File: config.mk
export PLATFORM = sky130hd
export DESIGN_NAME = stream_sum_top
export DESIGN_NICKNAME = d
export VERILOG_FILES = /design/src/hw/stream_pkg.sv /design/src/hw/sum_pkg.sv /design/src/hw/stream_flow.sv /design/src/hw/stream_stage.sv /design/src/hw/stream_fork.sv /design/src/hw/stream_accumulate.sv /design/src/hw/stream_sum_top.sv
export SDC_FILE = /design/constraint.sdc
export NUM_CORES = 1
export LEC_CHECK = 0
export ABC_AREA = 1
export BUFFER_PORTS_ARGS = -buffer_cell sky130_fd_sc_hd__buf_4
export CORE_MARGIN = 5
export CORE_UTILIZATION = 50
export DETAILED_ROUTE_END_ITERATION = 10
export GPL_TIMING_DRIVEN = 0
export PLACE_DENSITY = 0.7
export SYNTH_ARGS = -nofsm -noshare
export SYNTH_HDL_FRONTEND = slang
export SYNTH_HIERARCHICAL = 1
export SYNTH_SLANG_ARGS = --single-unit
File: constraint.sdc
create_clock -name clk -period 3.7 [get_ports clk]
set_input_delay 0.185 -clock clk [delete_from_list [all_inputs] [get_ports clk]]
set_output_delay 0.185 -clock clk [all_outputs]
set_load 0.1 [all_outputs]
File: src/hw/stream_pkg.sv
package stream_pkg;

    // one data word of the input stream.
    typedef logic [15:0] word_t;

    // a beat carries one word and marks the end of its packet.
    typedef struct packed {
        word_t data;
        logic  last;
    } beat_t;

    // width of a beat when it travels as a plain vector.
    localparam int BEAT_WIDTH = $bits(beat_t);

endpackage

File: src/hw/sum_pkg.sv
package sum_pkg;

    // running packet sum, wraps at 2**20.
    typedef logic [19:0] sum_t;

    // beat index within a packet, the first beat is 1.
    typedef logic [7:0] count_t;

    typedef struct packed {
        sum_t   sum;
        count_t count;
        logic   last;
    } sum_beat_t;

    localparam int SUM_BEAT_WIDTH = $bits(sum_beat_t);

endpackage

File: src/hw/stream_flow.sv
`timescale 1ns/10ps

module stream_flow #(
    parameter int NUM_OUTPUTS = 1
) (
    input  logic                   clk,
    input  logic                   rst_n,
    input  logic                   in_valid,
    output logic                   in_ready,
    output logic [NUM_OUTPUTS-1:0] out_valid,
    input  logic [NUM_OUTPUTS-1:0] out_ready,
    output logic                   enable
);

    logic [NUM_OUTPUTS-1:0] valid_q;
    logic [NUM_OUTPUTS-1:0] slot_free;
    logic                   all_free;

    // a slot can take a new beat when it is empty or is handing its beat
    // over in this same cycle.
    assign slot_free = ~valid_q | out_ready;
    assign all_free  = &slot_free;

    assign in_ready  = all_free;
    assign enable    = in_valid & all_free;
    assign out_valid = valid_q;

    always_ff @(posedge clk) begin
        if (!rst_n) begin
            valid_q <= '0;
        end else begin
            for (int i = 0; i < NUM_OUTPUTS; i++) begin
                if (enable) begin
                    valid_q[i] <= 1'b1;
                end else if (out_ready[i]) begin
                    // drained with nothing new behind it.
                    valid_q[i] <= 1'b0;
                end
            end
        end
    end

endmodule

File: src/hw/stream_stage.sv
`timescale 1ns/10ps

module stream_stage #(
    parameter int LATENCY = 1,
    parameter int WIDTH   = 8
) (
    input  logic             clk,
    input  logic             rst_n,
    input  logic             in_valid,
    output logic             in_ready,
    input  logic [WIDTH-1:0] in_data,
    output logic             out_valid,
    input  logic             out_ready,
    output logic [WIDTH-1:0] out_data
);

    typedef logic [WIDTH-1:0] payload_t;

    generate
        if (LATENCY == 0) begin : g_bypass
            assign out_valid = in_valid;
            assign in_ready  = out_ready;
            assign out_data  = in_data;
        end else begin : g_pipe
            // link k feeds slot k, link LATENCY is the stage output.
            logic     [LATENCY:0] link_valid;
            logic     [LATENCY:0] link_ready;
            payload_t             link_data [LATENCY+1];

            assign link_valid[0] = in_valid;
            assign in_ready      = link_ready[0];
            assign link_data[0]  = in_data;

            assign out_valid           = link_valid[LATENCY];
            assign link_ready[LATENCY] = out_ready;
            assign out_data            = link_data[LATENCY];

            for (genvar k = 0; k < LATENCY; k++) begin : g_slot
                logic     enable;
                payload_t data_q;

                stream_flow #(
                    .NUM_OUTPUTS(1)
                ) u_flow (
                    .clk       (clk),
                    .rst_n     (rst_n),
                    .in_valid  (link_valid[k]),
                    .in_ready  (link_ready[k]),
                    .out_valid (link_valid[k+1]),
                    .out_ready (link_ready[k+1]),
                    .enable    (enable)
                );

                always_ff @(posedge clk) begin
                    if (enable) begin
                        data_q <= link_data[k];
                    end
                end

                assign link_data[k+1] = data_q;
            end
        end
    endgenerate

endmodule

File: src/hw/stream_fork.sv
`timescale 1ns/10ps

module stream_fork (
    input  logic              clk,
    input  logic              rst_n,
    input  logic              in_valid,
    output logic              in_ready,
    input  stream_pkg::beat_t in_beat,
    output logic              a_valid,
    input  logic              a_ready,
    output stream_pkg::beat_t a_beat,
    output logic              b_valid,
    input  logic              b_ready,
    output stream_pkg::beat_t b_beat
);

    import stream_pkg::*;

    logic       enable;
    logic [1:0] slot_valid;
    beat_t      a_q;
    beat_t      b_q;

    // slot 0 is output A, slot 1 is output B.
    stream_flow #(
        .NUM_OUTPUTS(2)
    ) u_flow (
        .clk       (clk),
        .rst_n     (rst_n),
        .in_valid  (in_valid),
        .in_ready  (in_ready),
        .out_valid (slot_valid),
        .out_ready ({b_ready, a_ready}),
        .enable    (enable)
    );

    always_ff @(posedge clk) begin
        if (enable) begin
            a_q <= in_beat;
            b_q <= in_beat;
        end
    end

    assign a_valid = slot_valid[0];
    assign a_beat  = a_q;
    assign b_valid = slot_valid[1];
    assign b_beat  = b_q;

endmodule

File: src/hw/stream_accumulate.sv
`timescale 1ns/10ps

module stream_accumulate (
    input  logic               clk,
    input  logic               rst_n,
    input  logic               in_valid,
    output logic               in_ready,
    input  stream_pkg::beat_t  in_beat,
    output logic               out_valid,
    input  logic               out_ready,
    output sum_pkg::sum_beat_t out_sum
);

    import stream_pkg::*;
    import sum_pkg::*;

    logic      enable;
    word_t     word;
    sum_t      sum_q;
    count_t    count_q;
    sum_t      next_sum;
    count_t    next_count;
    sum_beat_t out_q;

    stream_flow #(
        .NUM_OUTPUTS(1)
    ) u_flow (
        .clk       (clk),
        .rst_n     (rst_n),
        .in_valid  (in_valid),
        .in_ready  (in_ready),
        .out_valid (out_valid),
        .out_ready (out_ready),
        .enable    (enable)
    );

    assign word       = in_beat.data;
    assign next_sum   = sum_q + sum_t'(word);
    assign next_count = count_q + count_t'(1);

    // running totals, cleared once the last beat of a packet goes through.
    always_ff @(posedge clk) begin
        if (!rst_n) begin
            sum_q   <= '0;
            count_q <= '0;
        end else if (enable) begin
            sum_q   <= in_beat.last ? '0 : next_sum;
            count_q <= in_beat.last ? '0 : next_count;
        end
    end

    always_ff @(posedge clk) begin
        if (enable) begin
            out_q <= '{sum: next_sum, count: next_count, last: in_beat.last};
        end
    end

    assign out_sum = out_q;

endmodule

File: src/hw/stream_sum_top.sv
`timescale 1ns/10ps

module stream_sum_top #(
    parameter int LATENCY_IN  = 2,
    parameter int LATENCY_OUT = 1
) (
    input  logic               clk,
    input  logic               rst_n,
    input  logic               in_valid,
    output logic               in_ready,
    input  stream_pkg::beat_t  in_beat,
    output logic               a_valid,
    input  logic               a_ready,
    output stream_pkg::beat_t  a_beat,
    output logic               b_valid,
    input  logic               b_ready,
    output sum_pkg::sum_beat_t b_sum
);

    import stream_pkg::*;
    import sum_pkg::*;

    // input stage to fork.
    logic      stg_valid;
    logic      stg_ready;
    beat_t     stg_beat;

    // fork output B to accumulator.
    logic      fb_valid;
    logic      fb_ready;
    beat_t     fb_beat;

    // accumulator to output stage.
    logic      acc_valid;
    logic      acc_ready;
    sum_beat_t acc_sum;

    stream_stage #(
        .LATENCY (LATENCY_IN),
        .WIDTH   (BEAT_WIDTH)
    ) u_stage_in (
        .clk       (clk),
        .rst_n     (rst_n),
        .in_valid  (in_valid),
        .in_ready  (in_ready),
        .in_data   (in_beat),
        .out_valid (stg_valid),
        .out_ready (stg_ready),
        .out_data  (stg_beat)
    );

    stream_fork u_fork (
        .clk      (clk),
        .rst_n    (rst_n),
        .in_valid (stg_valid),
        .in_ready (stg_ready),
        .in_beat  (stg_beat),
        .a_valid  (a_valid),
        .a_ready  (a_ready),
        .a_beat   (a_beat),
        .b_valid  (fb_valid),
        .b_ready  (fb_ready),
        .b_beat   (fb_beat)
    );

    stream_accumulate u_accumulate (
        .clk       (clk),
        .rst_n     (rst_n),
        .in_valid  (fb_valid),
        .in_ready  (fb_ready),
        .in_beat   (fb_beat),
        .out_valid (acc_valid),
        .out_ready (acc_ready),
        .out_sum   (acc_sum)
    );

    stream_stage #(
        .LATENCY (LATENCY_OUT),
        .WIDTH   (SUM_BEAT_WIDTH)
    ) u_stage_out (
        .clk       (clk),
        .rst_n     (rst_n),
        .in_valid  (acc_valid),
        .in_ready  (acc_ready),
        .in_data   (acc_sum),
        .out_valid (b_valid),
        .out_ready (b_ready),
        .out_data  (b_sum)
    );

endmodule

==> flow_metrics.py <==
metrics = {
    "outcome": {
        "status": "finished clean",
    },
    "synthesis": {
        "synth_fa_ha_area_share_pct": 3.82,
        "synth.largest_area_cell": "edfxtp_1",
        "yosys.area.top_type_share_pct": 53.8,
        "synth_mux_area_share_pct": 0,
        "postSynthCellCount": 537,
        "syn_area_mm2": 0.00608,
        "synth-seq-area-share_pct": 65.0,
        "ys_warn_count": 6,
        "synth_top_family_by_area": "simple AND/OR/NAND/NOR gates",
        "synthSimpleGateAreaFrac_pct": 17.6,
        "synth_compound_area_share_pct": 5.37,
        "synthTopCellsByArea": "edfxtp_1 54%, dfxtp_1 11%, nand2_1 7.3%, ha_1 3.5%, a21oi_1 3.3%",
        "yosys_register_bits": 143,
        "synth_nets": 577,
        "yosysUniqueCellTypes": 33,
        "avgSynthCellArea_um2": 11.3,
        "synth_xor_area_share_pct": 1.85,
    },
    "route": {
        "ant_nets": 0,
        "avgViaCountPerCell": 4.90,
        "wirelength_um": 11100,
        "vias": 3942,
        "drc": 0,
        "drtIter0Drc": 153,
        "wire_per_inst_um": 13.7,
        "drtPass1Iterations": 4,
    },
    "critical_path": {
        "worstPathRequired_ns": 3.87,
        "crit_arrival_ns": 2.44,
        "path_cells": "buf_4, ha_1, inv_1, fa_1, inv_1, nand3_1, nand3_2, nand3_1, nand2_2, nand2_1, nand2_1, nand2_1, and2_1",
        "setup.worst_path.end_class": "flop",
        "path_buf_inv": 3,
        "cp_top_family": "simple AND/OR/NAND/NOR gates",
        "crit_type": "flop to flop",
        "critPathLaunchType": "flop",
        "cpPeakStageDelay_ns": 0.40,
        "crit_slowest_cell": "fa_1",
        "crit_top_cell": "nand2_1",
        "path_max_fanout": 4,
    },
    "timing": {
        "rsz0062_at_grt": "false",
        "fin_skew_ns": 0.00616,
        "whs_ns": 0.0480,
        "finalHoldViolCount": 0,
        "relSlewSlack_pct": 37.4,
        "tightest_slew_ns": 0.937,
        "setup_viol": 0,
        "fmax_mhz": 441,
        "drv_slew": 0,
        "fin_ws_ns": 1.43,
        "fin_crit_sh_pct": 61.2,
        "period_needed_ns": 2.27,
    },
    "power_and_ir_drop": {
        "power_switching_share_pct": 21.3,
        "combPwrFrac_pct": 5.6,
        "pwr-share-clk_pct": 46.3,
        "p_seq_share_pct": 48.1,
        "power.density_mw_per_mm2": 485,
        "p_leak_nw": 3.15,
        "switchingPower_w": 0.000788,
        "irDropWorstVdd_mv": 0.419,
        "p_int_w": 0.00291,
    },
    "cts": {
        "clock-sinks": 143,
        "cts_tree": "done",
        "ctsResizeCount": 0,
        "cts_buffers": 17,
        "clk_pin_slew_ns": 0.06,
        "clock_path_buffers": 2,
        "htree_levels": 4,
        "root_buffer": "clkbuf_16",
        "holdBufCountCts": 17,
        "post-cts-setup-buffers": 0,
        "clock_latency_ns": 0.42,
    },
    "finish": {
        "drive_gt1_share_pct": 27.7,
        "instances_no_fill": 804,
        "final_nets": 684,
        "antennaDiodeCount": 0,
        "final_cell_mix": "118 x nand2_1, 109 x edfxtp_1, 87 x buf_4",
        "final_common_cell": "nand2_1",
        "syn2layout_area_growth_pct": 25.3,
        "final_area_mm2": 0.00762,
    },
    "placement": {
        "place_ws_ns": 1.18,
        "post-dp-hpwl_um": 8060,
        "io_buffers": 70,
        "gp_congestion": 0.819,
        "post_dp_cell_area_mm2": 0.00684,
        "dp.cells": 755,
    },
    "global_route": {
        "grt_use_total_pct": 16.8,
        "grt_antenna_before_repair": 0,
        "grt_pass1_vias": 3883,
        "grt_pass1_wl_um": 18700,
        "grt_max_degree": 30,
        "grt_overflow_total": 0,
    },
    "job": {
        "drv_cap": 0,
    },
    "floorplanning": {
        "chipWidth_um": 120,
        "dieArea_mm2": 0.0145,
        "io_pins": 71,
        "initial_core_util_pct": 50.9,
        "die_h_um": 120,
        "core-area_mm2": 0.0120,
        "rows": 40,
    },
    "hold_path": {
        "hold_class": "input pin to flop",
    },
}
==> state kept, by name, summed over array words and instances, names as in the netlist <==
register and cells:
u_stage_in/g_pipe.g_slot.u_flow/out_valid 2, u_accumulate/count_q 8, u_stage_out/g_pipe.g_slot.u_flow/out_valid 1, u_fork/u_flow/out_valid 2, u_accumulate/out_sum 29, u_fork/b_beat 17, u_stage_out/out_data 29, u_accumulate/u_flow/out_valid 1
u_stage_in/g_pipe.g_slot.data_q 17, u_stage_in/out_data 17, u_accumulate/sum_q 20
==> worst register-to-register path: stages, from the launching register on <==
cell	delay, ns
edfxtp_1	0.36
buf_4	0.12
ha_1	0.20
inv_1	0.08
fa_1	0.40
inv_1	0.11
nand3_1	0.10
nand3_2	0.10
nand3_1	0.09
nand2_2	0.10
nand2_1	0.10
nand2_1	0.08
nand2_1	0.06
and2_1	0.14
==> routing by layer <==
layer	share of wire, %	vias up	GRT usage (%)
met4	1.8	0	7.44
met3	5.2	17	5.19
li1	-	1998	-
met1	44	1832	20.9
met2	49	95	27.2
met5	0	-	0
==> stage by stage <==
step	setup TNS, ns	utilization, %	total power [W]
after floorplan	0	-	0.00194
after global placement	-8.73	56.8	0.00200
after detailed placement	0	57.2	0.00200
after CTS	0	63.7	0.00374
after global routing	0	63.7	0.00385
final	0	63.7	0.00369
==> area by class of cell <==
class                           count  area [µm²]
Sequential cell                   143        3950
Clock inverter                     13         164
Multi-Input combinational cell    308        1770
Clock buffer                       19         443
Inverter                           63         236
Timing Repair Buffer               88         716
Fill cell                         926        4340
Tap cell                          147         184
Buffer                             23         153
==> cell families (layout without fill, tap and decap cells) <==
kind of cell / Yosys count / after routing
xor gates and xnor gates: 12 / 12
and+or+nand+nor: 222 / 222
DFF: 143 / 143
AOI/OAI and AO/OA: 56 / 56
adders and majority gates: 18 / 18
buffers and inverters: 86 / 206
==> worst paths after layout <==
check / to / from / slack, ns / cells past startpoint
worst max register to register: u_accumulate/out_sum[25] / u_fork/b_beat[1] / 1.43 / 13
worst max-delay path: u_accumulate/out_sum[25] / u_fork/b_beat[1] / 1.43 / 13
worst min register to register: u_fork/b_beat[7] / u_stage_in/out_data[7] / 0.41 / 0
worst min-delay path: u_accumulate/u_flow/out_valid / rst_n / 0.05 / 3
==> Yosys cell counts <==
library cell,number
xor2_2,1
nand2_2,15
nand3_2,9
a211oi_1,1
buf_1,1
buf_2,2
nor2_2,4
o21ai_0,3
nor2_1,21
a21oi_1,40
inv_1,51
xnor2_1,3
nand2_1,118
inv_2,12
edfxtp_1,109
nor2_4,1
nor3_1,2
and2_4,2
nand4_1,3
nand3_1,27
dfxtp_1,34
or2_1,3
and2_1,13
xor2_1,8
a21oi_2,11
ha_1,17
fa_1,1
clkbuf_1,3
buf_4,17
nor2_8,1
o21bai_1,1
nand3b_2,1
nand3b_1,2
==> power by group through the flow <==
stage | Combinational (W) | Sequential (W) | Clock, W
floorplan | 0.0000745 | 0.00187 | 0
global placement | 0.000186 | 0.00181 | 0
detailed placement | 0.000192 | 0.00181 | 0
CTS | 0.000206 | 0.00178 | 0.00176
global route | 0.000221 | 0.00178 | 0.00185
finish | 0.000206 | 0.00178 | 0.00171
Note: power is estimated with default switching activity, not from simulation.
